==> config.mk <==
export PLATFORM = sky130hd
export DESIGN_NAME = frameStore
export DESIGN_NICKNAME = d
export VERILOG_FILES = /design/src/drawPkg.sv /design/src/frameStore.sv
export SDC_FILE = /design/constraint.sdc
export NUM_CORES = 2
export LEC_CHECK = 0
export ABC_CLOCK_PERIOD_IN_PS = 2100
export BUFFER_PORTS_ARGS = -buffer_cell sky130_fd_sc_hd__buf_2
export CAP_MARGIN = 5
export CORE_UTILIZATION = 49
export DETAILED_ROUTE_END_ITERATION = 10
export PLACE_DENSITY = 0.62
export SETUP_SLACK_MARGIN = 0.5
export SLEW_MARGIN = 5
export SYNTH_ARGS = -nofsm -noshare
export SYNTH_HDL_FRONTEND = slang
export SYNTH_SLANG_ARGS = --single-unit
==> constraint.sdc <==
create_clock -name Clk -period 2.1 [get_ports Clk]
set_input_delay 0.315 -clock Clk [delete_from_list [all_inputs] [get_ports Clk]]
set_output_delay 0.315 -clock Clk [all_outputs]
set_load 0.03 [all_outputs]
==> src/drawPkg.sv <==
`default_nettype none

package drawPkg;

	// sram side widths
	typedef logic [19:0] sramAddr_t;
	typedef logic [15:0] sramWord_t;

	// frame store word index, 0 to 191
	typedef logic [7:0] frameIdx_t;
	// screen row, 0 to 47
	typedef logic [5:0] rowIdx_t;
	// four words per row, lowest word in the low bits
	typedef logic [63:0] bgRow_t;

	// bit 2 is the colour, bits 1:0 the direction (down, up, right, left)
	typedef logic [2:0] spriteIdx_t;
	typedef logic [6:0] spriteWordIdx_t;
	// sixteen words, word 0 in the low bits
	typedef logic [255:0] sprite_t;

	typedef enum logic [2:0] {
		MENU  = 3'd0,
		PLAY  = 3'd1,
		PAUSE = 3'd2,
		OVER  = 3'd3,
		WIN   = 3'd4
	} gameState_t;

	typedef enum logic [1:0] {
		LOAD_MENU,
		LOAD_BG,
		LOAD_SPRITES
	} loadKind_t;

	// memory map in sram words
	localparam sramAddr_t MENU_BASE   = 20'd0;
	localparam sramAddr_t BG_BASE     = 20'd256;
	localparam sramAddr_t SPRITE_BASE = 20'd512;

	localparam int FRAME_WORDS        = 192;
	localparam int SPRITE_WORDS       = 16;
	localparam int SPRITE_COUNT       = 8;
	localparam int WORDS_PER_ROW      = 4;
	localparam int SPRITE_STORE_WORDS = SPRITE_WORDS * SPRITE_COUNT;

	// sram control pins, all strobes active low
	typedef struct packed {
		logic      ce;
		logic      ub;
		logic      lb;
		logic      oe;
		logic      we;
		sramAddr_t addr;
	} sramPins_t;

	// travels with a read through the pipeline
	// index is wide enough for the frame store, sprite store uses the low bits
	typedef struct packed {
		logic      toSprite;
		frameIdx_t index;
	} readTag_t;

	// write command into the stores
	typedef struct packed {
		logic      valid;
		logic      toSprite;
		frameIdx_t index;
		sramWord_t data;
	} storeWrite_t;

endpackage

`default_nettype wire

==> src/frameStore.sv <==
`default_nettype none

module frameStore
	import drawPkg::*;
(
	input  logic        Clk,
	input  logic        arstN,
	input  storeWrite_t storeWr,
	input  logic        rowReq,
	input  rowIdx_t     rowSel,
	output bgRow_t      bgRow,
	output logic        rowValid
);

	// one bit per pixel, 64 by 48 screen
	sramWord_t mem [FRAME_WORDS];
	frameIdx_t rowBase;

	// first word of the requested row
	assign rowBase = frameIdx_t'(rowSel) * frameIdx_t'(WORDS_PER_ROW);

	// word write port, frame writes only
	always_ff @(posedge Clk or negedge arstN)
	begin
		if (!arstN)
		begin
			// blank screen after reset
			for (int i = 0; i < FRAME_WORDS; i++)
			begin
				mem[i] <= '0;
			end
		end
		else if (storeWr.valid && !storeWr.toSprite)
		begin
			mem[storeWr.index] <= storeWr.data;
		end
	end

	// registered row read, strobe returns one cycle later
	always_ff @(posedge Clk or negedge arstN)
	begin
		if (!arstN)
		begin
			rowValid <= 1'b0;
			bgRow    <= '0;
		end
		else
		begin
			rowValid <= rowReq;
			if (rowReq)
			begin
				// lowest word lands in the low bits
				for (int w = 0; w < WORDS_PER_ROW; w++)
				begin
					bgRow[w*16 +: 16] <= mem[rowBase + frameIdx_t'(w)];
				end
			end
		end
	end

endmodule

`default_nettype wire

==> impl_metrics.py <==
metrics = {
    "status": {
        "status": "completed",
    },
    "global_route": {
        "grt_pass1_wl_mm": 641.1,
        "use_met2": 0.4711,
        "use_met1": 0.4240,
        "gr-total-overflow": 0,
        "grt_pass1_vias": 91206,
        "antenna_found_initial": 18,
        "top_usage_layer": "met2",
        "use_met3": 0.04629,
        "grt_max_degree": 91,
        "grt_util_all_layers": 0.2992,
    },
    "critical_path": {
        "cpMaxStageDelayCell": "dfrtp_2",
        "critPathRequiredTime_ps": 1780,
        "worstPathMaxFanout": 2,
        "worstPathCellList": "buf_6",
        "cp_data_arrival_time_ps": 1680,
        "rrSetupSlack_ps": 250,
        "cp_top_family": "flip-flops",
        "crit-reg2reg-launch": "mem[2869]",
        "path_class": "reg2out",
        "r2r-end": "bgRow[5]",
        "slowest_delay_ps": 570,
        "ff2ff_path_depth": 5,
        "path_buf_inv": 1,
        "cp-start-kind": "register",
        "critPathCaptureType": "output port",
    },
    "floorplan": {
        "die_area_um2": 290000,
        "die_y_um": 538.5,
        "die_w_um": 538.5,
        "io_pins": 100,
        "design.core.area_um2": 285700,
        "initial_utilization": 0.4937,
        "fp-row-count": 196,
    },
    "logic_synthesis": {
        "ys_types": 55,
        "synth_cells": 9102,
        "yosys_warnings": 0,
        "syn_nets": 9137,
        "postSynthAreaPerCell_um2": 15.50,
        "synth_flop_cell": "dfrtp_1",
        "synth_edf_count": 0,
        "async_flop_share": 1.000,
        "ys_seq_elements": 3137,
        "yosysSeqAreaShare": 0.5566,
        "netlist_area_um2": 141000,
    },
    "route": {
        "drc": 0,
        "first_pass_iters": 7,
        "drt_iter0_drc": 6354,
        "wl_per_cell_um": 30.97,
        "num_vias": 85494,
        "vias_per_cell": 6.156,
        "wirelength_mm": 430.2,
        "ant_nets": 0,
    },
    "sta": {
        "tns_ps": 0,
        "fin_worst_skew_ps": 74.18,
        "maxSlewViolCount": 0,
        "fin_crit_sh": 0.9517,
        "rsz0062_at_grt": "yes",
        "hold_ws_ps": 81.74,
        "hold_viol_final": 0,
        "finalSetupViolations": 0,
        "slew_headroom": 0.2099,
        "max_freq_ghz": 0.5004,
        "min_period_ps": 1999,
        "tightest_slew_ps": 1185,
    },
    "placement": {
        "place_hpwl_mm": 291.9,
        "io_buffer_count": 99,
        "place.gp.congestion": 0.8676,
    },
    "cts": {
        "cts_buffers": 338,
        "cts_tree": "yes",
        "cts_buffer_depth": 4,
        "htree_levels": 5,
        "clock-root-buffer": "clkbuf_16",
        "clock_latency_ps": 940,
        "cts_num_sinks": 3137,
        "clk_pin_slew_ps": 60,
    },
    "power": {
        "power_w": 0.1379,
        "p_leak_nw": 82.94,
        "peakVddDrop_mv": 0.6330,
        "power_density_nw_per_um2": 802.6,
    },
    "job": {
        "drv_cap": 0,
    },
    "finish": {
        "seqCellArea_um2": 78570,
        "area_delta_synth_final_pct": 21.86,
        "drive_gt1_frac": 0.6020,
        "nets": 9885,
        "nFillCells": 21289,
        "multi_input_area_um2": 61040,
    },
    "worst_hold_path": {
        "holdCritPathClass": "in2reg",
        "min_path_cells": 2,
        "min_to": "mem[2029]",
        "min_from": "storeWr[13]",
    },
}
[where the power goes]
group / internal [W] / leakage [nW] / switching [W]
Sequential: 0.0621 / 43.4 / 0.00102
Clock: 0.0383 / 5.89 / 0.0253
Combinational: 0.00475 / 33.6 / 0.00645
Total: 0.105 / 82.9 / 0.0328
[registers in the layout, summed over array words and instances, names as in the netlist]
| signal | count |
|---|---|
| mem | 3072 |
| rowValid | 1 |
| bgRow | 64 |
[worst register-to-register path: stages, from the launching register on]
cell and delay (ps):
dfrtp_1 390, mux4_2 550, o22ai_2 220, nor3_2 100, nor3_4 350, o21ai_1 120
[logic make-up (layout without fill, tap and decap cells)]
logic type             after synthesis  after routing  synth area share
and+or+nand+nor                    561            561           0.01976
other                                0              7                 0
muxes                             3956           3956            0.3701
buffers and inverters              863           1881           0.02675
AOI/OAI and AO/OA                  585            585           0.02687
DFF                               3137           3137            0.5566
[final cells by class]
type / count / area share
flip-flops and latches: 3137 / 0.4571
repair buffers: 1267 / 0.09056
multi-input cells: 5102 / 0.3551
diodes: 7 / 0.0001019
inverters: 4 / 0.00009464
well taps: 3762 / 0.02739
clock inverters: 117 / 0.01085
clock buffers: 493 / 0.05876
[layout by cell type, fill, tap and decap left out, types with 11 or more instances in the layout]
| master | instances |
|---|---|
| nand2_2 | 40 |
| nor3_1 | 71 |
| clkbuf_16 | 345 |
| o21ai_2 | 19 |
| clkbuf_8 | 95 |
| nand2b_1 | 22 |
| nor2_2 | 13 |
| a21oi_2 | 24 |
| nor3_4 | 26 |
| nand3_1 | 19 |
| o21ai_1 | 38 |
| buf_12 | 440 |
| a22o_1 | 39 |
| a22oi_2 | 56 |
| nor2b_1 | 12 |
| mux2i_1 | 29 |
| clkinv_2 | 50 |
| bufinv_16 | 39 |
| dlygate4sd3_1 | 19 |
| nor2_1 | 86 |
| clkbuf_1 | 56 |
| o22ai_2 | 39 |
| nand2_1 | 117 |
| nor3_2 | 51 |
| mux2_2 | 3134 |
| mux4_2 | 683 |
| a21oi_4 | 17 |
| buf_4 | 688 |
| o21ai_0 | 48 |
| dfrtp_1 | 3084 |
| buf_6 | 90 |
| dfrtp_2 | 53 |
| buf_2 | 12 |
| o22ai_1 | 93 |
| a21oi_1 | 75 |
| mux2_1 | 104 |
| a22oi_1 | 67 |
| nor2_4 | 66 |
| buf_8 | 11 |
[timing repair]
item	in CTS	in global routing
buffers inserted	25	19
hold buffers	18	1
setup endpoints to repair	129	129
resized for setup	533	94
pin swaps	172	68
cloned	0	1
hold endpoints to repair	1944	1
[synthesized netlist by cell type (all sizes together), types with 3 or more instances]
cell type / count / area share
nand4: 4 / 0.00018
inv: 4 / 0.00011
nor2b: 16 / 0.00071
a21oi: 116 / 0.0041
o22ai: 142 / 0.0063
o211ai: 3 / 0.00016
nand2b: 23 / 0.0010
a221o: 10 / 0.00071
o21ai: 105 / 0.0037
or2: 4 / 0.00018
and2: 4 / 0.00018
mux2: 3238 / 0.26
a22oi: 123 / 0.0065
a22o: 46 / 0.0029
a221oi: 11 / 0.00068
dfrtp: 3137 / 0.56
or3: 4 / 0.00018
mux2i: 35 / 0.0025
and3: 6 / 0.00027
mux4: 683 / 0.11
nor2: 165 / 0.0057
a31oi: 3 / 0.00013
nand3: 23 / 0.00082
nor3: 148 / 0.0053
a211o: 4 / 0.00025
nand2: 157 / 0.0048
buf: 357 / 0.013
o221ai: 9 / 0.00056
clkbuf: 502 / 0.013
[worst max-delay path by stage]
stage / slack [ps] / depth (start not counted) / from / to
global route: 60 / 1 / bgRow[41] / bgRow[41]
detailed placement: -970 / 9 / rowSel[0] / bgRow[34]
global placement: -1010 / 9 / rowSel[0] / bgRow[34]
finish: 100 / 1 / bgRow[41] / bgRow[41]
floorplan: 130 / 8 / rowSel[0] / bgRow[59]
CTS: 30 / 1 / bgRow[44] / bgRow[44]
[through the flow]
stage	setup WS [ps]	utilization	std cells	cell area, µm²
finish	101.5	0.6016	13889	171900
global route	55.13	0.6016	13888	171900
CTS	31.10	0.5994	13861	171200
detailed placement	-967.1	0.5488	13208	156800
global placement	-1014	0.5488	13208	156800
floorplan	126.5	-	9102	141900
[routing by layer]
metal	up-vias	wire (µm)
li1	35394	-
met4	6	17000
met3	623	24880
met1	47069	186500
met2	2402	201700
met5	-	46
Power figures use the tool's default switching activity.
