===== src/drawPkg.sv =====
`default_nettype none

package drawPkg;

	// sram side widths
	typedef logic [19:0] sramAddr_t;
	typedef logic [15:0] sramWord_t;

	// frame store word index, 0 to 191
	typedef logic [7:0] frameIdx_t;
	// screen row, 0 to 47
	typedef logic [5:0] rowIdx_t;
	// four words per row, lowest word in the low bits
	typedef logic [63:0] bgRow_t;

	// bit 2 is the colour, bits 1:0 the direction (down, up, right, left)
	typedef logic [2:0] spriteIdx_t;
	typedef logic [6:0] spriteWordIdx_t;
	// sixteen words, word 0 in the low bits
	typedef logic [255:0] sprite_t;

	typedef enum logic [2:0] {
		MENU  = 3'd0,
		PLAY  = 3'd1,
		PAUSE = 3'd2,
		OVER  = 3'd3,
		WIN   = 3'd4
	} gameState_t;

	typedef enum logic [1:0] {
		LOAD_MENU,
		LOAD_BG,
		LOAD_SPRITES
	} loadKind_t;

	// memory map in sram words
	localparam sramAddr_t MENU_BASE   = 20'd0;
	localparam sramAddr_t BG_BASE     = 20'd256;
	localparam sramAddr_t SPRITE_BASE = 20'd512;

	localparam int FRAME_WORDS        = 192;
	localparam int SPRITE_WORDS       = 16;
	localparam int SPRITE_COUNT       = 8;
	localparam int WORDS_PER_ROW      = 4;
	localparam int SPRITE_STORE_WORDS = SPRITE_WORDS * SPRITE_COUNT;

	// sram control pins, all strobes active low
	typedef struct packed {
		logic      ce;
		logic      ub;
		logic      lb;
		logic      oe;
		logic      we;
		sramAddr_t addr;
	} sramPins_t;

	// travels with a read through the pipeline
	// index is wide enough for the frame store, sprite store uses the low bits
	typedef struct packed {
		logic      toSprite;
		frameIdx_t index;
	} readTag_t;

	// write command into the stores
	typedef struct packed {
		logic      valid;
		logic      toSprite;
		frameIdx_t index;
		sramWord_t data;
	} storeWrite_t;

endpackage

`default_nettype wire


===== src/sramReader.sv =====
`default_nettype none

module sramReader
	import drawPkg::*;
(
	input  logic        Clk,
	input  logic        arstN,
	input  logic        readReq,
	input  sramAddr_t   readAddr,
	input  readTag_t    readTag,
	input  sramWord_t   sramDataIn,
	output sramPins_t   sramPins,
	output storeWrite_t storeWr
);

	// stage 1 holds the tag of the read now on the pins
	logic      s1Valid;
	readTag_t  s1Tag;

	// stage 2 holds the captured word
	logic      s2Valid;
	readTag_t  s2Tag;
	sramWord_t s2Data;

	// control pins and valid bits
	always_ff @(posedge Clk or negedge arstN)
	begin
		if (!arstN)
		begin
			// chip idle, nothing in flight
			sramPins <= '{ce: 1'b1, ub: 1'b1, lb: 1'b1, oe: 1'b1, we: 1'b1, addr: '0};
			s1Valid  <= 1'b0;
			s2Valid  <= 1'b0;
		end
		else
		begin
			// enables follow the request one cycle late
			sramPins.ce <= ~readReq;
			sramPins.oe <= ~readReq;
			sramPins.ub <= ~readReq;
			sramPins.lb <= ~readReq;
			// read only, write enable stays high
			sramPins.we <= 1'b1;
			// hold the last address while idle
			if (readReq)
			begin
				sramPins.addr <= readAddr;
			end
			s1Valid <= readReq;
			s2Valid <= s1Valid;
		end
	end

	// payload, no reset needed
	always_ff @(posedge Clk)
	begin
		if (readReq)
		begin
			s1Tag <= readTag;
		end
		// data is sampled at the end of the cycle the address was on the pins
		if (s1Valid)
		begin
			s2Tag  <= s1Tag;
			s2Data <= sramDataIn;
		end
	end

	// write command toward the stores
	always_comb
	begin
		storeWr.valid    = s2Valid;
		storeWr.toSprite = s2Tag.toSprite;
		storeWr.index    = s2Tag.index;
		storeWr.data     = s2Data;
	end

endmodule

`default_nettype wire


===== config.mk =====
export PLATFORM = sky130hd
export DESIGN_NAME = sramReader
export DESIGN_NICKNAME = d
export VERILOG_FILES = /design/src/drawPkg.sv /design/src/sramReader.sv
export SDC_FILE = /design/constraint.sdc
export NUM_CORES = 1
export LEC_CHECK = 0
export BUFFER_PORTS_ARGS = -buffer_cell sky130_fd_sc_hd__clkbuf_2
export CORE_UTILIZATION = 48
export CTS_BUF_LIST = sky130_fd_sc_hd__clkbuf_16
export DETAILED_ROUTE_END_ITERATION = 8
export PLACE_DENSITY_LB_ADDON = 0.15
export SETUP_SLACK_MARGIN = 0.2
export SYNTH_ARGS = -nofsm -noshare
export SYNTH_HDL_FRONTEND = slang
export SYNTH_SLANG_ARGS = --single-unit

===== constraint.sdc =====
create_clock -name Clk -period 2.3 [get_ports Clk]
set_input_delay 0.23 -clock Clk [delete_from_list [all_inputs] [get_ports Clk]]
set_output_delay 0.23 -clock Clk [all_outputs]
set_load 0.05 [all_outputs]

==> impl_metrics.yaml, run 1 <==
synthesis:
  synth_top_family_by_area: "multiplexers"
  postSynthCellCount: 86
  synthTopCellsByCount: "34 x edfxtp_1, 22 x dfrtp_1, 19 x mux2_4"
  yosysTopAreaCell: "edfxtp_1"
  yosys.area_share.adder_pct: 0
  synth_cell_type_count: 9
  syn_area_um2: 1960
  ys_seq_area_share_pct: 81.4
  synthTopCellsByArea: "edfxtp_1 52%, dfrtp_1 28%, mux2_4 15%"
  synth.top_cell.area_share_pct: 52.0
  synth_enable_flop_cells: 34
  yosysWarnings: 0
  synth_flop_cell: "edfxtp_1"
  async_flop_share_pct: 40.4
  yosysMostFrequentCell: "edfxtp_1"
  syn-mean-instance-area_um2: 22.8
  synthSimpleGateAreaFrac_pct: 0
  synth_mux_area_share_pct: 15.1
  synth_xor_xnor_area_share_pct: 0
  synth-seq-cells: 57
  synth-compound-area-share_pct: 0
  syn-num-nets: 134
setup_path:
  worst-path-max-fanout: 4
  critPathKind: "flop to output pin"
  r2r_end: "s2Data[4]$_DFFE_PP_"
  startpoint_type: "flop"
  crit_path_top_delay_cell: "dfstp_2"
  cp_cell_sequence: "clkbuf_2"
  required_ps: 2070
  rr_worst_depth: 1
  path_delay_family: "flip-flops"
  cp-end-kind: "output pin"
  critical_path_arrival_ps: 1140
  r2r-start: "s1Valid$_DFF_PN0_"
  cp.buffers_inverters: 1
  slowest_delay_ps: 550
  r2r_slack_ps: 1340
cts:
  cts_inserted_buffers: 9
  h-tree-depth: 3
  clock_latency_ps: 310
  clk_path_buf_depth: 2
  cts_tree: "yes"
  path_clk_slew_ps: 50
  cts_root_buf: "clkbuf_16"
  clock_sinks: 57
  post-cts-setup-buffer-count: 0
placed_design:
  hpwl_um: 2410
  placed_cell_area_um2: 2470
  port_buffers: 97
  routabilityCongestion: 0.632
floorplanning:
  start_util_pct: 51.6
  die_area_um2: 4350
  row_count: 22
  die_w_um: 65.9
  coreArea_um2: 3800
  num_io_pins: 99
  die_y_um: 65.9
route:
  routed_wl_um: 3390
  drt.antenna.violating_nets: 0
  wire_per_inst_um: 13.9
  first_pass_iters: 4
  vias: 1131
  viasPerCell: 4.65
  drcViolationCount: 0
  drt_iter0_markers: 59
layout:
  final_area_um2: 2740
  syn2layout_area_growth_pct: 39.7
  fill_cells: 256
  utilization_pct: 72.1
  drive_gt1_share_pct: 67.7
  n_antenna_cell: 0
  nets: 238
  multiInputGateArea_um2: 300
  ff_latch_area_um2: 1600
timing:
  timing.slew.headroom_pct: 62.8
  min_period_over_period_pct: 59.4
  clock.fmax_ghz: 0.732
  setup_viol: 0
  slew_viol_final: 0
  rsz0062_at_grt: "no"
  clock_skew_ps: 3.56
  tightest_slew_ps: 558
  hold_viol: 0
  period_minus_slack_ps: 1370
  fin_setup_tns_ps: 0
hold_path:
  holdPathEnd: "s2Data[8]$_DFFE_PP_"
  hp-start: "sramDataIn[8]"
  worstHoldPathCells: 1
  hold_class: "input port to flop"
global_routing:
  grt_max_degree: 27
  antenna_found_initial: 0
  grt_pass1_vias: 1070
  grt_pass1_wl_um: 4950
  grt_usage_pct: 16.9
  grt-ovfl-total: 0
power_and_ir_drop:
  power_mw: 2.76
  power_density_nw_per_um2: 1010
  vdd_drop_max_uv: 651
  leakage_nw: 1.33
outcome:
  status: "complete, no violations"
job:
  cap_violations: 0
## cells in the final DEF (no fill, tap or decap)
| cell | count |
|---|---|
| buf_4 | 1 |
| edfxtp_1 | 34 |
| mux2_4 | 19 |
| clkinv_2 | 3 |
| dfrtp_1 | 22 |
| clkbuf_16 | 9 |
| conb_1 | 1 |
| inv_1 | 3 |
| mux2_2 | 1 |
| clkinv_1 | 2 |
| clkbuf_2 | 97 |
| dlygate4sd3_1 | 1 |
| buf_12 | 1 |
| dfstp_2 | 1 |
## sequential cells by signal, summed over array words and instances, names as in the netlist
| signal | flops |
|---|---|
| s1Tag | 9 |
| s1Valid | 1 |
| s2Data | 16 |
| s2Valid | 1 |
| sramPins | 21 |
| storeWr | 9 |
## final cells by class
class                   instances  share of cell area [%]
flip-flops and latches         57                    58.3
clock buffers                   9                    8.22
inverters                       1                   0.137
clock inverters                 7                    1.10
repair buffers                100                    19.1
multi-input cells              21                    11.0
well taps                      48                    2.19
## how the worst max path moves through the flow
stage / from / end / cells after the start
final: sramPins[21]$_DFF_PN1_ / sramPins[22] / 1
after CTS: sramPins[21]$_DFF_PN1_ / sramPins[22] / 1
after detailed placement: readReq / sramPins[19]$_DFFE_PN0P_ / 3
after global routing: sramPins[21]$_DFF_PN1_ / sramPins[23] / 1
after global placement: readReq / sramPins[19]$_DFFE_PN0P_ / 3
after floorplan: s1Valid$_DFF_PN0_ / s2Data[0]$_DFFE_PP_ / 0
## metrics by stage
step	setup WS, ps	hold WS, ps	instances
after global placement	978	233	226
after detailed placement	921	239	226
after floorplan	1110	-65.6	86
final	933	89.9	243
after CTS	915	76.0	243
after global routing	886	78.0	243
## cell families after synthesis
logic type / after synthesis
flops: 57
mux: 20
buf+inv: 8
other cells: 1
## power breakdown
part	switching [mW]	internal, mW
combinational	0.327	0.128
sequential	0.0335	1.18
clock	0.392	0.702
total	0.753	2.01
## layer usage
metal | global-route usage, % | vias up | part of all wire, %
li1 | - | 519 | -
met1 | 18.2 | 535 | 39
met2 | 26.0 | 66 | 47
met3 | 9.31 | 11 | 11
met4 | 9.57 | 0 | 2.7
met5 | 0 | - | 0
## repair_timing
item | 4_1_cts | 5_1_grt
gates resized for setup | 0 | 0
hold endpoints to repair | 22 | 0
hold buffers | 1 | 0
No activity file was read; power rests on OpenSTA's default activity.
==> inputs of run 2 (changes only) <==
--- a/config.mk
+++ b/config.mk
@@ -6,7 +6,7 @@
 export NUM_CORES = 1
 export LEC_CHECK = 0
 export BUFFER_PORTS_ARGS = -buffer_cell sky130_fd_sc_hd__clkbuf_2
-export CORE_UTILIZATION = 48
+export CORE_UTILIZATION = 40
 export CTS_BUF_LIST = sky130_fd_sc_hd__clkbuf_16
 export DETAILED_ROUTE_END_ITERATION = 8
 export PLACE_DENSITY_LB_ADDON = 0.15
==> constraint.sdc (replaced) <==
create_clock -name Clk -period 1.22 [get_ports Clk]
set_input_delay 0.122 -clock Clk [delete_from_list [all_inputs] [get_ports Clk]]
set_output_delay 0.122 -clock Clk [all_outputs]
set_load 0.05 [all_outputs]
==> run 2 against run 1 <==
  * Largest cell class unchanged
  * Clock power is 130% higher
  * Non-clock buffer count is 31 higher
  * Count of clock-buffer cells in the layout stayed put
  * Critical path type unchanged
  * Sequential share of layout area is 12 points lower
==> impl_metrics.yaml, run 2 (synthesis results as in run 1) <==
timing:
  min_period_over_period_pct: 98.5
  rsz0062_at_grt: "yes"
  hold_viol: 0
  timing.slew.headroom_pct: 62.5
  slew_viol_final: 0
  clock.fmax_ghz: 0.833
  period_minus_slack_ps: 1200
  tightest_slew_ps: 562
  clock_skew_ps: 4.27
  setup_slack_ps: 18.8
  setup_viol: 0
  fin_setup_tns_ps: 0
  hold_ws_ps: 42.0
placed_design:
  port_buffers: 97
  preCtsSetupSlack_ps: 276
  routabilityCongestion: 0.709
  dp_cells: 245
route:
  drt.antenna.violating_nets: 0
  first_pass_iters: 4
  viasPerCell: 4.27
  routed_wl_um: 3970
  drcViolationCount: 0
  wire_per_inst_um: 13.5
  vias: 1252
  drt_iter0_markers: 44
setup_path:
  critPathKind: "flop to output pin"
  worst-path-max-fanout: 4
  critical_path_arrival_ps: 1080
  crit_path_top_delay_cell: "dfstp_2"
  startpoint_type: "flop"
  path_delay_family: "flip-flops"
  cp.buffers_inverters: 1
  slowest_delay_ps: 570
  cp-end-kind: "output pin"
  required_ps: 1100
  cp_cell_sequence: "clkbuf_8"
layout:
  n_antenna_cell: 0
  regMostFlops: "sramPins"
  reg_top3: "sramPins (21), s2Data (16)"
  syn2layout_area_growth_pct: 77.9
  layout_common_cells: "47 x clkbuf_2, 34 x edfxtp_1, 26 x dlygate4sd3_1"
  final_common_cell: "clkbuf_2"
  drive_gt1_share_pct: 62.8
  largest_reg_flops: 21
  layout.cells.non_filler: 293
  utilization_pct: 73.9
  nets: 269
cts:
  clk_path_buf_depth: 2
  cts_tree: "yes"
  clock_sinks: 57
  clock_latency_ps: 310
  h-tree-depth: 3
  cts_inserted_buffers: 9
  path_clk_slew_ps: 50
  cts_root_buf: "clkbuf_16"
outcome:
  status: "complete, no violations"
floorplanning:
  start_util_pct: 41.5
  die_w_um: 72.0
  die_area_um2: 5190
  die_y_um: 72.0
  num_io_pins: 99
  coreArea_um2: 4720
  row_count: 25
global_routing:
  grt-ovfl-total: 0
  grt_pass1_vias: 1318
  grtUsageMet2_pct: 29.0
  grt_max_degree: 32
  grtUsageMet3_pct: 4.17
  grtUsageMet1_pct: 16.8
  grt_usage_pct: 16.1
  grt-busiest-layer: "met2"
  antenna_found_initial: 0
  grt_pass1_wl_um: 6040
job:
  cap_violations: 0
power_and_ir_drop:
  leakage_nw: 1.60
  power_density_nw_per_um2: 1730
  vdd_drop_max_uv: 907
hold_path:
  hold_class: "input port to flop"
## run 2: changes by cell type in the layout (fill, tap and decap cells not counted), sizes merged
| cell | before | now |
|---|---|---|
| buf | 2 | 51 |
| bufinv | 0 | 2 |
| clkbuf | 106 | 63 |
| clkinv | 5 | 3 |
| clkinvlp | 0 | 1 |
| dlygate4sd3 | 1 | 26 |
| inv | 3 | 2 |
## run 2: per-stage QoR
step                instance area, µm²  power (mW)
global route                      3490        6.26
floorplan                         1960        2.94
finish                            3490        6.04
global placement                  2510        3.17
CTS                               3390        5.99
detailed placement                2510        3.18
## run 2: final timing paths
kind                                          from                        to  slack, ps  cells past startpoint
max                         sramPins[21]$_DFF_PN1_              sramPins[24]         20                      1
min                                   readAddr[14]  sramPins[14]$_DFFE_PN0P_         40                      2
max reg2reg                sramPins[1]$_DFFE_PN0P_   sramPins[1]$_DFFE_PN0P_        310                      2
min reg2reg                     s1Tag[0]$_DFFE_PP_     storeWr[16]$_DFFE_PP_        410                      0
max in group asynchronous                    arstN         s1Valid$_DFF_PN0_        480                      2
min in group asynchronous                    arstN   sramPins[6]$_DFFE_PN0P_        330                      2
## run 2: repair_timing
action,CTS,global route
hold endpoints to repair,46,1
setup buffers,1,5
setup endpoints to repair,50,47
hold buffers,25,1
resized for setup,80,48
## run 2: final cells by class
cell class              count  area, µm²
repair buffers            131       1190
fillers                   304       1230
flip-flops and latches     57       1600
multi-input cells          21        300
clock buffers               9        225
well taps                  67       83.8
inverters                   1       3.75
clock inverters             7       86.3
## run 2: routing by layer
| layer | wire, µm | share of wire, % |
|---|---|---|
| met1 | 1530 | 39 |
| met2 | 2180 | 55 |
| met3 | 219 | 5.5 |
| met4 | 39 | 0.98 |
| met5 | 0 | 0 |
## run 2: report_power, final
group | internal [mW] | total, mW | switching [mW]
Combinational | 0.525 | 1.17 | 0.641
Clock | 1.76 | 2.56 | 0.794
Sequential | 2.22 | 2.32 | 0.0965
Total | 4.51 | 6.04 | 1.53
==> inputs of run 3 (changes only) <==
--- a/config.mk
+++ b/config.mk
@@ -6,8 +6,10 @@
 export NUM_CORES = 1
 export LEC_CHECK = 0
 export BUFFER_PORTS_ARGS = -buffer_cell sky130_fd_sc_hd__clkbuf_2
+export CORE_MARGIN = 2
 export CORE_UTILIZATION = 40
 export CTS_BUF_LIST = sky130_fd_sc_hd__clkbuf_16
+export CTS_CLUSTER_SIZE = 14
 export DETAILED_ROUTE_END_ITERATION = 8
 export PLACE_DENSITY_LB_ADDON = 0.15
 export SETUP_SLACK_MARGIN = 0.2
==> run 3 against run 2 <==
  * Die area increased by 5.6%
  * Global-route usage decreased by 1.3 points
  * Clock skew about the same
  * Sequential share of layout area increased by 1.4 points
  * Core utilization decreased by 2.3 points
  * Fmax increased by 0.34%
  * Count of clock-buffer cells in the layout unchanged
  * Clock power decreased by 20%
  * Routed wire length increased by 0.15%
  * Worst setup slack improved by 4.1 ps
  * Largest cell class unchanged
  * First-iteration DRC count decreased by 2.3%
  * Critical path type unchanged
  * Critical path depth unchanged
==> impl_metrics.yaml, run 3 (synthesis results as in run 1) <==
floorplanning:
  row_count: 25
  die_w_um: 74.0
  start_util_pct: 41.5
  coreArea_um2: 4720
  die_y_um: 74.0
  die_area_um2: 5480
  num_io_pins: 99
cts:
  clock_sinks: 57
  path_clk_slew_ps: 50
  clk_path_buf_depth: 2
  cts_root_buf: "clkbuf_16"
  h-tree-depth: 3
  cts_tree: "yes"
  cts_inserted_buffers: 9
  clock_latency_ps: 310
layout:
  reg_top3: "sramPins (21), s2Data (16)"
  drive_gt1_share_pct: 60.4
  regMostFlops: "sramPins"
  utilization_pct: 71.6
  n_antenna_cell: 0
  syn2layout_area_growth_pct: 72.4
  layout_common_cells: "47 x clkbuf_2, 34 x edfxtp_1, 26 x dlygate4sd3_1"
  layout.cells.non_filler: 289
  fill_cells: 306
  largest_reg_flops: 21
  final_area_um2: 3380
  nets: 265
  final_common_cell: "clkbuf_2"
power_and_ir_drop:
  leakage_nw: 1.55
  vdd_drop_max_uv: 881
  power_density_nw_per_um2: 1630
job:
  cap_violations: 0
global_routing:
  grt_usage_pct: 14.8
  grt-ovfl-total: 0
  grt_pass1_vias: 1247
  antenna_found_initial: 0
  grt_pass1_wl_um: 5870
  grt_max_degree: 32
placed_design:
  placed_cell_area_um2: 2510
  dp_cells: 245
  hpwl_um: 2360
  preCtsSetupSlack_ps: 264
  routabilityCongestion: 0.638
  port_buffers: 97
route:
  vias: 1216
  drt.antenna.violating_nets: 0
  viasPerCell: 4.21
  routed_wl_um: 3970
  wire_per_inst_um: 13.7
  drt_iter0_markers: 43
  first_pass_iters: 3
  drcViolationCount: 0
timing:
  tightest_slew_ps: 537
  period_minus_slack_ps: 1200
  setup_slack_ps: 23.0
  timing.slew.headroom_pct: 64.2
  min_period_over_period_pct: 98.1
  hold_ws_ps: 43.5
  slew_viol_final: 0
  hold_viol: 0
  clock.fmax_ghz: 0.835
  clock_skew_ps: 3.90
  setup_viol: 0
  rsz0062_at_grt: "yes"
setup_path:
  startpoint_type: "flop"
  slowest_delay_ps: 570
  cp.buffers_inverters: 1
  critical_path_arrival_ps: 1080
  critPathKind: "flop to output pin"
  cp_cell_sequence: "clkbuf_8"
  worst-path-max-fanout: 4
  crit_path_top_delay_cell: "dfstp_2"
  cp-end-kind: "output pin"
  r2r_slack_ps: 300
  worst-path-stages: 1
  path_delay_family: "flip-flops"
  rr_worst_depth: 2
  required_ps: 1100
hold_path:
  hold_class: "input port to flop"
  worstHoldPathCells: 2
outcome:
  status: "complete, no violations"
run 3: changes by cell type in the layout (fill, tap and decap cells not counted), sizes merged:
cell / previous run / this run
clkinvlp: 1 / 0
clkinv: 3 / 6
clkbuf: 63 / 66
buf: 51 / 44
bufinv: 2 / 0
run 3: area by class of cell:
cell class,instances,area (µm²),area share (%)
flip-flops and latches,57,1600,47.3
multi-input cells,21,300,8.88
repair buffers,127,1140,33.8
inverters,1,3.75,0.111
clock inverters,7,28.8,0.851
clock buffers,9,225,6.66
well taps,67,83.8,2.48
run 3: path summary, 6_finish.rpt:
check                                        startpoint                  endpoint
worst min-delay path                       readAddr[17]  sramPins[17]$_DFFE_PN0P_
min in group asynchronous                         arstN   sramPins[0]$_DFFE_PN0P_
worst max-delay path             sramPins[21]$_DFF_PN1_              sramPins[21]
worst min register to register       s1Tag[8]$_DFFE_PP_     storeWr[24]$_DFFE_PP_
max in group asynchronous                         arstN         s1Valid$_DFF_PN0_
worst max register to register  sramPins[6]$_DFFE_PN0P_   sramPins[6]$_DFFE_PN0P_
run 3: through the flow:
| stage | TNS (ps) | power, mW |
|---|---|---|
| 3_3_place_gp | 0 | 3.17 |
| 3_5_place_dp | 0 | 3.18 |
| 4_1_cts | 0 | 5.49 |
| 5_1_grt | -26.1 | 5.69 |
| 2_1_floorplan | 0 | 2.94 |
| 6_report | 0 | 5.51 |
run 3: where the power goes:
part           leakage [nW]  internal, mW  switching [mW]
Clock                 0.130          1.32           0.736
Sequential            0.599          2.22          0.0978
Combinational         0.817         0.500           0.634
Total                  1.55          4.04            1.47
run 3: what timing repair did:
item                                    in CTS  in global routing
gates resized for setup                     77                 46
endpoints found under the setup margin      50                 44
hold buffers                                26                  0
hold endpoints to repair                    47                  0
setup buffers                                0                  2
run 3: layer usage:
| layer | track usage, % | vias to the layer above | share of wire [%] | routed length, µm |
|---|---|---|---|---|
| met3 | 4.74 | 4 | 8.2 | 326 |
| met1 | 16.6 | 579 | 38 | 1520 |
| met2 | 25.3 | 62 | 53 | 2090 |
| li1 | - | 571 | - | - |
| met5 | 0 | - | 0 | 0 |
| met4 | 7.88 | 0 | 0.91 | 36 |
