## src/drawPkg.sv

```systemverilog
`default_nettype none

package drawPkg;

	// sram side widths
	typedef logic [19:0] sramAddr_t;
	typedef logic [15:0] sramWord_t;

	// frame store word index, 0 to 191
	typedef logic [7:0] frameIdx_t;
	// screen row, 0 to 47
	typedef logic [5:0] rowIdx_t;
	// four words per row, lowest word in the low bits
	typedef logic [63:0] bgRow_t;

	// bit 2 is the colour, bits 1:0 the direction (down, up, right, left)
	typedef logic [2:0] spriteIdx_t;
	typedef logic [6:0] spriteWordIdx_t;
	// sixteen words, word 0 in the low bits
	typedef logic [255:0] sprite_t;

	typedef enum logic [2:0] {
		MENU  = 3'd0,
		PLAY  = 3'd1,
		PAUSE = 3'd2,
		OVER  = 3'd3,
		WIN   = 3'd4
	} gameState_t;

	typedef enum logic [1:0] {
		LOAD_MENU,
		LOAD_BG,
		LOAD_SPRITES
	} loadKind_t;

	// memory map in sram words
	localparam sramAddr_t MENU_BASE   = 20'd0;
	localparam sramAddr_t BG_BASE     = 20'd256;
	localparam sramAddr_t SPRITE_BASE = 20'd512;

	localparam int FRAME_WORDS        = 192;
	localparam int SPRITE_WORDS       = 16;
	localparam int SPRITE_COUNT       = 8;
	localparam int WORDS_PER_ROW      = 4;
	localparam int SPRITE_STORE_WORDS = SPRITE_WORDS * SPRITE_COUNT;

	// sram control pins, all strobes active low
	typedef struct packed {
		logic      ce;
		logic      ub;
		logic      lb;
		logic      oe;
		logic      we;
		sramAddr_t addr;
	} sramPins_t;

	// travels with a read through the pipeline
	// index is wide enough for the frame store, sprite store uses the low bits
	typedef struct packed {
		logic      toSprite;
		frameIdx_t index;
	} readTag_t;

	// write command into the stores
	typedef struct packed {
		logic      valid;
		logic      toSprite;
		frameIdx_t index;
		sramWord_t data;
	} storeWrite_t;

endpackage

`default_nettype wire

```

## src/loadSequencer.sv

```systemverilog
`default_nettype none

module loadSequencer
	import drawPkg::*;
(
	input  logic        Clk,
	input  logic        arstN,
	input  logic        loadReq,
	input  gameState_t  gameState,
	input  storeWrite_t storeWrIn,
	output logic        readReq,
	output sramAddr_t   readAddr,
	output readTag_t    readTag,
	output storeWrite_t storeWrOut,
	output logic        busy,
	output logic        loadDone
);

	typedef enum logic [1:0] {
		IDLE,
		ISSUE,
		DRAIN
	} seqState_t;

	seqState_t state;
	loadKind_t kind;
	sramAddr_t base;
	frameIdx_t wordCnt;
	frameIdx_t lastIdx;
	logic      accept;
	logic      lastWrite;

	// game state decides what gets loaded
	function automatic loadKind_t kindOf(input gameState_t gs);
		case (gs)
			MENU:    return LOAD_MENU;
			PLAY:    return LOAD_BG;
			default: return LOAD_SPRITES;
		endcase
	endfunction

	function automatic sramAddr_t baseOf(input loadKind_t k);
		case (k)
			LOAD_MENU: return MENU_BASE;
			LOAD_BG:   return BG_BASE;
			default:   return SPRITE_BASE;
		endcase
	endfunction

	// last word index of the running load
	assign lastIdx = (kind == LOAD_SPRITES) ? frameIdx_t'(SPRITE_STORE_WORDS - 1)
	                                        : frameIdx_t'(FRAME_WORDS - 1);

	// busy covers the loadDone cycle too
	assign busy   = (state != IDLE) || loadDone;
	// requests during a load are dropped
	assign accept = loadReq && !busy;

	// final word coming back from the reader
	assign lastWrite = storeWrIn.valid && (storeWrIn.index == lastIdx);

	always_ff @(posedge Clk or negedge arstN)
	begin
		if (!arstN)
		begin
			state    <= IDLE;
			kind     <= LOAD_MENU;
			base     <= '0;
			wordCnt  <= '0;
			loadDone <= 1'b0;
		end
		else
		begin
			// one cycle after the last store write
			loadDone <= (state == DRAIN) && lastWrite;
			case (state)
				IDLE:
				begin
					if (accept)
					begin
						kind    <= kindOf(gameState);
						base    <= baseOf(kindOf(gameState));
						wordCnt <= '0;
						state   <= ISSUE;
					end
				end
				ISSUE:
				begin
					// one read per cycle until the region is covered
					if (wordCnt == lastIdx)
					begin
						state <= DRAIN;
					end
					else
					begin
						wordCnt <= wordCnt + 8'd1;
					end
				end
				DRAIN:
				begin
					// two reads still in the reader pipeline
					if (lastWrite)
					begin
						state <= IDLE;
					end
				end
				default:
				begin
					state <= IDLE;
				end
			endcase
		end
	end

	// read request, address is base plus running word count
	assign readReq          = (state == ISSUE);
	assign readAddr         = base + sramAddr_t'(wordCnt);
	assign readTag.toSprite = (kind == LOAD_SPRITES);
	assign readTag.index    = wordCnt;

	// returned words go straight on to the stores
	assign storeWrOut = storeWrIn;

endmodule

`default_nettype wire

```

## config.mk

```make
export PLATFORM = sky130hd
export DESIGN_NAME = loadSequencer
export DESIGN_NICKNAME = d
export VERILOG_FILES = /design/src/drawPkg.sv /design/src/loadSequencer.sv
export SDC_FILE = /design/constraint.sdc
export NUM_CORES = 1
export LEC_CHECK = 0
export CELL_PAD_IN_SITES_DETAIL_PLACEMENT = 2
export CELL_PAD_IN_SITES_GLOBAL_PLACEMENT = 2
export CORE_UTILIZATION = 32
export DETAILED_ROUTE_END_ITERATION = 7
export DONT_BUFFER_PORTS = 1
export GPL_ROUTABILITY_DRIVEN = 0
export GPL_TIMING_DRIVEN = 0
export PLACE_DENSITY_LB_ADDON = 0.1
export SETUP_SLACK_MARGIN = 0.15
export SLEW_MARGIN = 10
export SYNTH_ARGS = -nofsm -noshare
export SYNTH_HDL_FRONTEND = slang
export SYNTH_SLANG_ARGS = --single-unit
```

## constraint.sdc

```tcl
create_clock -name Clk -period 2.77 [get_ports Clk]
set_input_delay 0.554 -clock Clk [delete_from_list [all_inputs] [get_ports Clk]]
set_output_delay 0.554 -clock Clk [all_outputs]
set_load 0.03 [all_outputs]
```

==> summary.md, run 1 <==
| Metric | Value |
|---|---|
| Largest net degree at the start of global routing | 14 |
| Capture point of the worst reg-to-reg path | wordCnt[4]$_DFFE_PN0P_ |
| Ant diodes | 0 |
| PortBufs | 0 |
| Top area cells in the synthesized netlist | buf_4, dfrtp_1, nand2_1 |
| Die Y | 58.21 um |
| Worst path slowest cell | dfrtp_1 |
| Reg area | 325.3 um^2 |
| # setup viols final | 0 |
| Top FF cell, synth | dfrtp_1 |
| Die W | 58.21 um |
| Ys async rst share | 100.0% |
| Power Density | 965.4 nW/um^2 |
| Maximum vdd drop | 0.3496 mV |
| Initial core utilization | 33.39% |
| Synth Instances | 115 |
| Synthesized area per cell | 8.791 um^2 |
| Worst EP arrival | 1.30 ns |
| Total clock sinks | 13 |
| Worst hold start | gameState[0] |
| Total wire length | 2.287 mm |
| Design area | 1136 um^2 |
| Worst Setup Path Type | register to output port |
| Post-synth EDFFs | 0 |
| M1 wire length | 894 um |
| Status | finished, violations left |
| CP delay by family, top | flip-flops |
| Mapped cell area | 1011 um^2 |
| Critical Path Sink Type | output port |
| Layout cells sized above 1 | 42.64% |
| Sequence of cells on the critical path | nand2b_2, inv_1 |
| GRT Overall Usage | 12.70% |
| Clk_lat worst skew | 0.28 ns |
| Via count | 788 |
| DR WL/cell | 13.22 um |
| Inserted Clock Buffers | 3 |
| Final Max Slew Viols | 0 |
| Cell depth of the worst flop-to-flop path | 5 |
| WHS Path Cells | 2 |
| Routed vias/inst | 4.555 |
| CP Max Fanout | 4 |
| Hold Path Class | input pin to register |
| Final nets | 163 |
| Clock Root Buffer | clkbuf_4 |
| Max Fclk | 540.3 MHz |
| Clock skew | 0.006408 ns |
| Final Hold Fails | 0 |
| Crit path buf inv count | 1 |
| Failing checks | design-rule violations |
| FP Rows | 20 |
| Final worst path period share | 66.82% |
| DRT antenna net count | 0 |
| Final HPWL DP | 1.900 mm |
| Worst slew pin tran | 0.6195 ns |
| CP startpoint kind | register |
| CTS tree | built |
| Relative slew slack | 58.57% |
| Area of the multi-input gates | 374.1 um^2 |
| Leakage power | 0.0005922 uW |
| Initial DRC count | 28 |
| Data required time at the worst endpoint | 2.22 ns |
| DR pass1 iterations | 6 |
| Seq cells post-synth | 13 |
| Synth area leader | buf_4 |
| # DRC | 1 |
| Global-route wire length before repair | 3.249 mm |
| Highest routed layer | met3 |
| Setup slack, reg-to-reg | 0.98 ns |
| Vias in the first global route | 724 |
| # IOs | 90 |
| Reg clk slew, reported paths | 0.08 ns |
| CTS resizes | 0 |
| Fin Setup TNS | 0 ns |
| Final Critical Period | 1.851 ns |
| Sequential area share after synthesis | 32.18% |
| Grt ovf | 0 |
| # hold bufs at CTS | 1 |
| Die footprint | 3388 um^2 |
| Routed met3 length | 262 um |
| Max Buffers Root-to-Sink | 2 |
| Total of max-cap violations | 0 |
| RSZ-0062 raised after global routing | no |
| Post-CTS setup buffers | 0 |
| Post-DP Area | 1100 um^2 |
| H-tree level count | 1 |
| Critical Path Max Stage Delay | 0.51 ns |
| Synthesis-to-finish area growth | 12.38% |
| Synth Warn # | 0 |
| Post-synth top area share | 32.67% |
| Initial antenna violation count | 0 |
| Worst hold endpoint | base[8]$_DFFE_PN0P_ |
| Layout fillers | 373 |
| Count of cell types in the netlist | 32 |
| Met2 WL post-DR | 1.130 mm |
| Core box area | 3028 um^2 |
| R2r startpoint | wordCnt[3]$_DFFE_PN0P_ |
[worst register-to-register path: stages, from the launching register on]
cell and delay (ns):
dfrtp_1 0.61, and3_2 0.30, nand3_1 0.11, or2_2 0.37, nand3_1 0.13, mux2i_1 0.19
[cells by family (layout without fill, tap and decap cells)]
family,Yosys count,in the layout,synth area share (%)
buf+inv,48,53,34.16
simple gates,35,35,19.43
compound gates,13,13,8.788
flops,13,13,32.18
mux,3,3,2.970
fa+ha+maj,1,1,1.237
other cells,1,10,0.3709
xor+xnor,1,1,0.8665
[how the worst max path moves through the flow]
stage / cells past startpoint / startpoint / slack, ns / endpoint
6_report: 2 / base[8]$_DFFE_PN0P_ / 0.92 / readTag[8]
5_1_grt: 2 / loadDone$_DFF_PN0_ / 0.81 / busy
4_1_cts: 2 / base[8]$_DFFE_PN0P_ / 0.90 / readTag[8]
3_5_place_dp: 5 / wordCnt[3]$_DFFE_PN0P_ / 0.99 / wordCnt[0]$_DFFE_PN0P_
3_3_place_gp: 5 / wordCnt[3]$_DFFE_PN0P_ / 1.04 / wordCnt[4]$_DFFE_PN0P_
2_1_floorplan: 5 / wordCnt[3]$_DFFE_PN0P_ / 1.17 / wordCnt[4]$_DFFE_PN0P_
[registers in the layout, indices dropped and copies added (netlist names)]
| signal | flops |
|---|---|
| wordCnt | 8 |
| state | 2 |
| base | 1 |
| kind | 1 |
| loadDone | 1 |
[metal layers]
layer,track usage [%],vias up
met2,23.48,66
met1,13.87,362
met4,4.082,0
met5,0,-
li1,-,360
met3,3.571,0
[cell usage in the layout (no fill, tap or decap), types with 2 or more instances in the layout]
cell type	n
dfrtp_1	13
inv_1	4
clkbuf_4	3
nor2_1	3
conb_1	10
mux2i_1	3
nand3_1	6
nor2b_1	2
o21ai_0	3
o31ai_1	2
buf_4	44
a21oi_1	2
and3_2	2
nand2_1	11
[cells in the mapped netlist (2+ instances only)]
cell     count
a21oi_1      2
and3_2       2
buf_4       44
dfrtp_1     13
inv_1        4
mux2i_1      3
nand2_1     11
nand3_1      6
nor2_1       3
nor2b_1      2
o21ai_0      3
o31ai_1      2
[area by class of cell]
class / instances / area share, %
multi-input cells: 63 / 32.93
plain buffers: 44 / 29.07
flip-flops and latches: 13 / 28.63
well taps: 44 / 4.846
clock buffers: 4 / 2.313
inverters: 4 / 1.322
repair buffers: 1 / 0.8811
[per-stage QoR]
stage               std cells  setup WS (ns)  util [%]  total power, uW  hold slack (ns)
floorplan                 124          1.170         -            899.5           0.2584
detailed placement        168         0.9900     36.32            983.2           0.2587
global route              173         0.8095     37.52             1158           0.4141
CTS                       173         0.9048     37.52             1112           0.4114
finish                    173         0.9192     37.52             1097           0.4078
global placement          168          1.038     36.32            962.5           0.2587
[where the power goes]
| group | leakage [uW] | internal (uW) | switching (uW) |
|---|---|---|---|
| combinational | 0.000414 | 181 | 325 |
| sequential | 0.000163 | 251 | 215 |
| clock | 0.0000150 | 55.9 | 68.6 |
No activity file was read; power rests on OpenSTA's default activity.
==> run 2, diff against run 1 <==
--- a/config.mk
+++ b/config.mk
@@ -7,7 +7,7 @@
 export LEC_CHECK = 0
 export CELL_PAD_IN_SITES_DETAIL_PLACEMENT = 2
 export CELL_PAD_IN_SITES_GLOBAL_PLACEMENT = 2
-export CORE_UTILIZATION = 32
+export CORE_UTILIZATION = 27
 export DETAILED_ROUTE_END_ITERATION = 7
 export DONT_BUFFER_PORTS = 1
 export GPL_ROUTABILITY_DRIVEN = 0
==> constraint.sdc (replaced) <==
create_clock -name Clk -period 1.6 [get_ports Clk]
set_input_delay 0.32 -clock Clk [delete_from_list [all_inputs] [get_ports Clk]]
set_output_delay 0.32 -clock Clk [all_outputs]
set_load 0.03 [all_outputs]
==> run 2 against run 1 <==
The run now ends clean. Via count up 7.7%. Non-clock buffer count rose by 7. Register-to-register slack worse by 0.97 ns. Critical path depth up 3. Die area grew 18%. Worst hold slack got worse by 0.20 ns.
==> summary.md, run 2 (synthesized netlist as in run 1, its figures left out) <==
| Metric | Value |
|---|---|
| Status | finished, final reports clean |
| CP startpoint kind | register |
| Initial core utilization | 29.15% (-4.2 points) |
| Most common cell after layout, fill and taps aside | buf_4 |
| Power Density | 1683 nW/um^2 (+74%) |
| Final HPWL DP | 1.966 mm (+3.5%) |
| Final Hold Fails | 0 (unchanged) |
| Clock Root Buffer | clkbuf_8 |
| Relative slew slack | 57.64% (-0.92 points) |
| Worst slew pin tran | 0.6333 ns (+0.01379 ns) |
| CTS tree | built |
| Final worst path period share | 99.15% |
| Routed met3 length | 367 um (+40%) |
| Max FFs per register | 8 (unchanged) |
| Global-route wire length before repair | 4.126 mm (+27%) |
| FP Rows | 21 (+5.0%) |
| Total wire length | 2.669 mm (+17%) |
| Initial DRC count | 8 (-71%) |
| Highest routed layer | met4 |
| M1 wire length | 841 um (-5.9%) |
| Final Critical Period | 1.586 ns |
| Synthesis-to-finish area growth | 31.31% |
| Critical Path Max Stage Delay | 0.42 ns (-0.09 ns) |
| Final Util | 38.28% (+0.75 points) |
| Sw frac | 52.14% (-3.4 points) |
| Data required time at the worst endpoint | 1.77 ns (-0.45 ns) |
| Biggest regs | wordCnt (8), state (2) |
| Worst path slowest cell | dfrtp_2 |
| Routed vias/inst | 4.665 (+2.4%) |
| Placed Cells | 170 (+1.2%) |
| Die Y | 63.19 um (+8.6%) |
| Die footprint | 3993 um^2 (+18%) |
| Final Non-Filler Cells | 182 (+5.2%) |
| DRT antenna net count | 0 (unchanged) |
| Initial antenna violation count | 0 (unchanged) |
| Max Buffers Root-to-Sink | 2 (unchanged) |
| Most frequent cells in the layout | buf_4, dfrtp_2, nand2_1, conb_1, nand3_1 |
| Design area | 1328 um^2 (+17%) |
| Sequence of cells on the critical path | nor2b_4, and4_4, o21ai_4, or3_1, a21oi_1 |
| Die W | 63.19 um (+8.6%) |
| PortBufs | 0 (unchanged) |
| Via count | 849 (+7.7%) |
| Total clock sinks | 13 (unchanged) |
| Total of max-cap violations | 0 (unchanged) |
| Final Max Slew Viols | 0 (unchanged) |
| # IOs | 90 (unchanged) |
| Grt ovf | 0 (unchanged) |
| Inserted Clock Buffers | 3 (unchanged) |
| Worst Setup Path Type | register to register |
| Clock skew | 0.002307 ns (-0.004100 ns) |
| Critical Path Sink Type | register |
| RSZ-0062 raised after global routing | yes |
| DR WL/cell | 14.66 um (+11%) |
| H-tree level count | 1 (unchanged) |
| Layout cells sized above 1 | 63.24% (+21 points) |
| Core box area | 3468 um^2 (+15%) |
| # setup viols final | 0 (unchanged) |
| Largest net degree at the start of global routing | 14 (unchanged) |
| GRT Overall Usage | 13.58% (+0.88 points) |
| Clock Power Share | 13.3% (+2.0 points) |
| Worst EP arrival | 1.76 ns (+0.46 ns) |
| Sequential share of power | 38.7% (-3.8 points) |
| CP Max Fanout | 5 (+1) |
| Post-DP Area | 1116 um^2 (+1.5%) |
| Vias in the first global route | 888 (+23%) |
| Combinational fraction of design power | 48.0% (+1.9 points) |
| Leakage power | 0.0006378 uW (+7.7%) |
| Ant diodes | 0 (unchanged) |
| Top reg by flops | wordCnt |
| DR pass1 iterations | 2 (-4) |
| # DRC | 0 (-1) |
| Maximum vdd drop | 0.8053 mV (+130%) |
| Clk_lat worst skew | 0.25 ns (-0.03 ns) |
| Setup slack, reg-to-reg | 0.01 ns (-0.97 ns) |
| Met2 WL post-DR | 1.441 mm (+28%) |
| Worst hold margin | 0.2091 ns (-0.1987 ns) |
| Internal Power | 1069 uW (+120%) |
| Hold Path Class | input pin to register |
| Final nets | 170 (+4.3%) |
| P_sw | 1165 uW (+91%) |
| Reg clk slew, reported paths | 0.05 ns (-0.03 ns) |
| Max Fclk | 630.3 MHz |
[run 2: per-stage QoR]
stage,power [uW],TNS [ns],worst slack (ns)
4_1_cts,2204,-0.002672,-0.002672
3_3_place_gp,1693,-0.005593,-0.005593
2_1_floorplan,1579,0,0.1167
5_1_grt,2375,-0.1375,-0.04000
3_5_place_dp,1720,-0.04382,-0.04382
6_report,2234,0,0.01353
[run 2: final timing paths]
kind | cells past startpoint | start | end
min in group asynchronous | 1 | arstN | wordCnt[4]$_DFFE_PN0P_
max reg2reg | 5 | state[1]$_DFFE_PN0P_ | wordCnt[7]$_DFFE_PN0P_
min reg2reg | 2 | base[8]$_DFFE_PN0P_ | base[8]$_DFFE_PN0P_
max | 5 | state[1]$_DFFE_PN0P_ | wordCnt[7]$_DFFE_PN0P_
max in group asynchronous | 1 | arstN | wordCnt[7]$_DFFE_PN0P_
min | 2 | gameState[0] | base[8]$_DFFE_PN0P_
[run 2: layout make-up]
cell class / instances / area (um^2)
buffer: 44 / 330.3
clock buffer: 4 / 45.04
fill: 385 / 2141
inverter: 4 / 22.52
multi-input combinational: 63 / 462.9
sequential: 13 / 339.1
tap: 46 / 57.56
timing repair buffer: 8 / 70.07
[run 2: worst max-delay path, delay by kind of cell (launching register included)]
kind	cells	cell delay (ns)
flops	1	0.42
simple gates	3	0.89
compound gates	2	0.20
[run 2: layer usage]
layer  global-route usage, %  up-vias
met5                       0        -
met4                   3.693        0
met3                   6.884        4
met2                   26.48       67
met1                   11.96      405
li1                        -      373
[run 2: repair_timing]
item	in CTS	in global routing
resized for setup	24	4
buffers inserted	6	1
hold buffers	1	0
hold endpoints to repair	13	0
setup endpoints to repair	14	13
pin swaps	5	2
[run 2: power by group through the flow]
stage	Sequential (uW)	Clock [uW]	Combinational, uW
after floorplan	789	0	790
after CTS	868	309	1030
after global routing	896	316	1160
after global placement	837	0	856
final	865	297	1070
after detailed placement	845	0	876
==> run 3, diff against run 2 <==
--- a/config.mk
+++ b/config.mk
@@ -5,6 +5,7 @@
 export SDC_FILE = /design/constraint.sdc
 export NUM_CORES = 1
 export LEC_CHECK = 0
+export CAP_MARGIN = 0
 export CELL_PAD_IN_SITES_DETAIL_PLACEMENT = 2
 export CELL_PAD_IN_SITES_GLOBAL_PLACEMENT = 2
 export CORE_UTILIZATION = 27
==> constraint.sdc (replaced) <==
create_clock -name Clk -period 1.6 [get_ports Clk]
set_input_delay 0.16 -clock Clk [delete_from_list [all_inputs] [get_ports Clk]]
set_output_delay 0.16 -clock Clk [all_outputs]
set_load 0.03 [all_outputs]
==> run 3 against run 2 <==
Register-to-register slack is essentially flat. Combinational power shrank 4%. Sequential share of layout area grew 0.57 points. Cell count shrank 1.1%. Core utilization shrank 0.97 points. Cell area shrank 2.5%. Wire length grew 5.3%. Worst hold slack lost 0.16 ns. Count of clock-buffer cells in the layout is the same. Non-clock buffer count shrank 3. Sequential cell count is the same. Critical endpoint unchanged. Largest cell class unchanged.
==> summary.md, run 3 (synthesized netlist as in run 1, its figures left out) <==
| Metric | Value |
|---|---|
| Status | finished, final reports clean |
| Clk_lat worst skew | 0.25 ns (about the same) |
| RSZ-0062 raised after global routing | yes |
| Final HPWL DP | 1.966 mm (unchanged) |
| CP Max Fanout | 5 (unchanged) |
| Final Max Slew Viols | 0 (unchanged) |
| Power Density | 1691 nW/um^2 (+0.48%) |
| Ant diodes | 0 (unchanged) |
| Max Buffers Root-to-Sink | 2 (unchanged) |
| # DRC | 0 (unchanged) |
| Total wire length | 2.811 mm (+5.3%) |
| Largest net degree at the start of global routing | 14 (unchanged) |
| Grt ovf | 0 (unchanged) |
| Maximum vdd drop | 0.8308 mV (+3.2%) |
| Combinational fraction of design power | 46.9% (-1.1 points) |
| Most frequent cells in the layout | buf_4, nand2_1, conb_1, dfrtp_2, nand3_1 |
| DR WL/cell | 15.62 um (+6.5%) |
| Place WS | -0.04382 ns (unchanged) |
| DRT antenna net count | 0 (unchanged) |
| Total clock sinks | 13 (unchanged) |
| Worst Setup Path Type | register to register |
| Biggest regs | wordCnt (8), state (2) |
| Inserted Clock Buffers | 3 (unchanged) |
| Worst slew pin tran | 0.6246 ns (-0.008676 ns) |
| CTS tree | built |
| Layout cells sized above 1 | 60.45% (-2.8 points) |
| Final Hold Fails | 0 (unchanged) |
| Die W | 63.19 um (unchanged) |
| Placed Cells | 170 (unchanged) |
| GRT Overall Usage | 13.69% (+0.11 points) |
| # setup viols final | 0 (unchanged) |
| PortBufs | 0 (unchanged) |
| Final Util | 37.30% (-0.97 points) |
| Data required time at the worst endpoint | 1.77 ns (about the same) |
| Via count | 833 (-1.9%) |
| Sequential share of power | 39.4% (+0.7 points) |
| Core box area | 3468 um^2 (unchanged) |
| Worst EP arrival | 1.77 ns (about the same) |
| Worst hold margin | 0.04694 ns (-0.1622 ns) |
| P_sw | 1155 uW (-0.83%) |
| Total of max-cap violations | 0 (unchanged) |
| Max FFs per register | 8 (unchanged) |
| Relative slew slack | 58.22% (+0.58 points) |
| Synthesis-to-finish area growth | 27.97% |
| Slack of the critical path | 0.004729 ns (-0.008802 ns) |
| Most common cell after layout, fill and taps aside | buf_4 |
| CP startpoint kind | register |
| Initial core utilization | 29.15% (unchanged) |
| Hold Path Class | input pin to register |
| Sw frac | 52.81% (+0.67 points) |
| Clock Root Buffer | clkbuf_8 |
| DR pass1 iterations | 2 (unchanged) |
| Max Fclk | 626.9 MHz (-0.55%) |
| Layout fillers | 394 (+2.3%) |
| Initial DRC count | 13 (+5) |
| Leakage power | 0.0006206 uW (-2.7%) |
| Power Total | 2187 uW (-2.1%) |
| Critical Path Sink Type | register |
| Reg clk slew, reported paths | 0.06 ns (about the same) |
| Vias in the first global route | 886 (-0.23%) |
| Final Non-Filler Cells | 180 (-1.1%) |
| FP Rows | 21 (unchanged) |
| Top reg by flops | wordCnt |
| Global-route wire length before repair | 4.133 mm (+0.17%) |
| Internal Power | 1032 uW (-3.4%) |
| H-tree level count | 1 (unchanged) |
| Routed vias/inst | 4.628 (-0.79%) |
| Final worst path period share | 99.70% (+0.55 points) |
| Die Y | 63.19 um (unchanged) |
| Die footprint | 3993 um^2 (unchanged) |
| Initial antenna violation count | 0 (unchanged) |
| # IOs | 90 (unchanged) |
| Clock Power Share | 13.7% (+0.4 points) |
| Final nets | 168 (-1.2%) |
| Final Critical Period | 1.595 ns (+0.008802 ns) |
| Clock skew | 0.0008107 ns (-0.001497 ns) |
==> run 3: cell types whose count changed in the layout (fill, tap and decap cells not counted), sizes merged <==
| cell | before | now |
|---|---|---|
| buf | 51 | 48 |
| nand2 | 12 | 13 |
==> run 3: path summary, 6_finish.rpt <==
path / to / cells past startpoint / slack (ns) / start
max: wordCnt[7]$_DFFE_PN0P_ / 5 / 0.005 / state[1]$_DFFE_PN0P_
min: base[8]$_DFFE_PN0P_ / 2 / 0.05 / gameState[0]
max reg2reg: wordCnt[7]$_DFFE_PN0P_ / 5 / 0.005 / state[1]$_DFFE_PN0P_
min reg2reg: base[8]$_DFFE_PN0P_ / 2 / 0.64 / base[8]$_DFFE_PN0P_
max in group asynchronous: wordCnt[3]$_DFFE_PN0P_ / 1 / 0.79 / arstN
min in group asynchronous: wordCnt[4]$_DFFE_PN0P_ / 1 / 0.37 / arstN
==> run 3: worst max-delay path, stage by stage, from the launching register on <==
cell     delay [ns]
dfrtp_2        0.42
nor2b_4        0.30
and4_4         0.29
o21ai_4        0.07
or3_1          0.31
a21oi_1        0.12
==> run 3: cell type report <==
cell class	count	area (um^2)	share of cell area [%]
plain buffers	44	330.3	25.53
flip-flops and latches	13	337.8	26.11
repair buffers	5	40.04	3.095
well taps	46	57.56	4.449
inverters	4	15.01	1.161
multi-input cells	64	467.9	36.17
clock buffers	4	45.04	3.482
==> run 3: layer usage <==
metal / wire length [um] / share of wire, % / up-vias / global-route usage [%]
met3: 361 / 13 / 2 / 6.884
met4: 20 / 0.71 / 0 / 3.693
met2: 1421 / 51 / 67 / 26.75
met5: 0 / 0 / - / 0
met1: 1007 / 36 / 394 / 12.05
li1: - / - / 370 / -
==> run 3: repair_timing <==
action,4_1_cts,5_1_grt
hold buffers,1,0
hold endpoints to repair,13,0
cloned,0,1
setup buffers,4,0
resized for setup,18,3
setup endpoints to repair,12,13
pin swaps,4,3
==> run 3: power groups by stage <==
stage / sequential, uW / clock (uW) / combinational (uW)
after floorplan: 789 / 0 / 790
after global placement: 837 / 0 / 856
after detailed placement: 845 / 0 / 876
after CTS: 865 / 309 / 1010
after global routing: 893 / 317 / 1110
final: 862 / 300 / 1030
==> run 3: metrics by stage <==
stage	cell area (um^2)	TNS [ns]
after global placement	1116	-0.005593
after detailed placement	1116	-0.04382
final	1294	0
after floorplan	1059	0
after global routing	1294	-0.1262
after CTS	1281	-0.004325
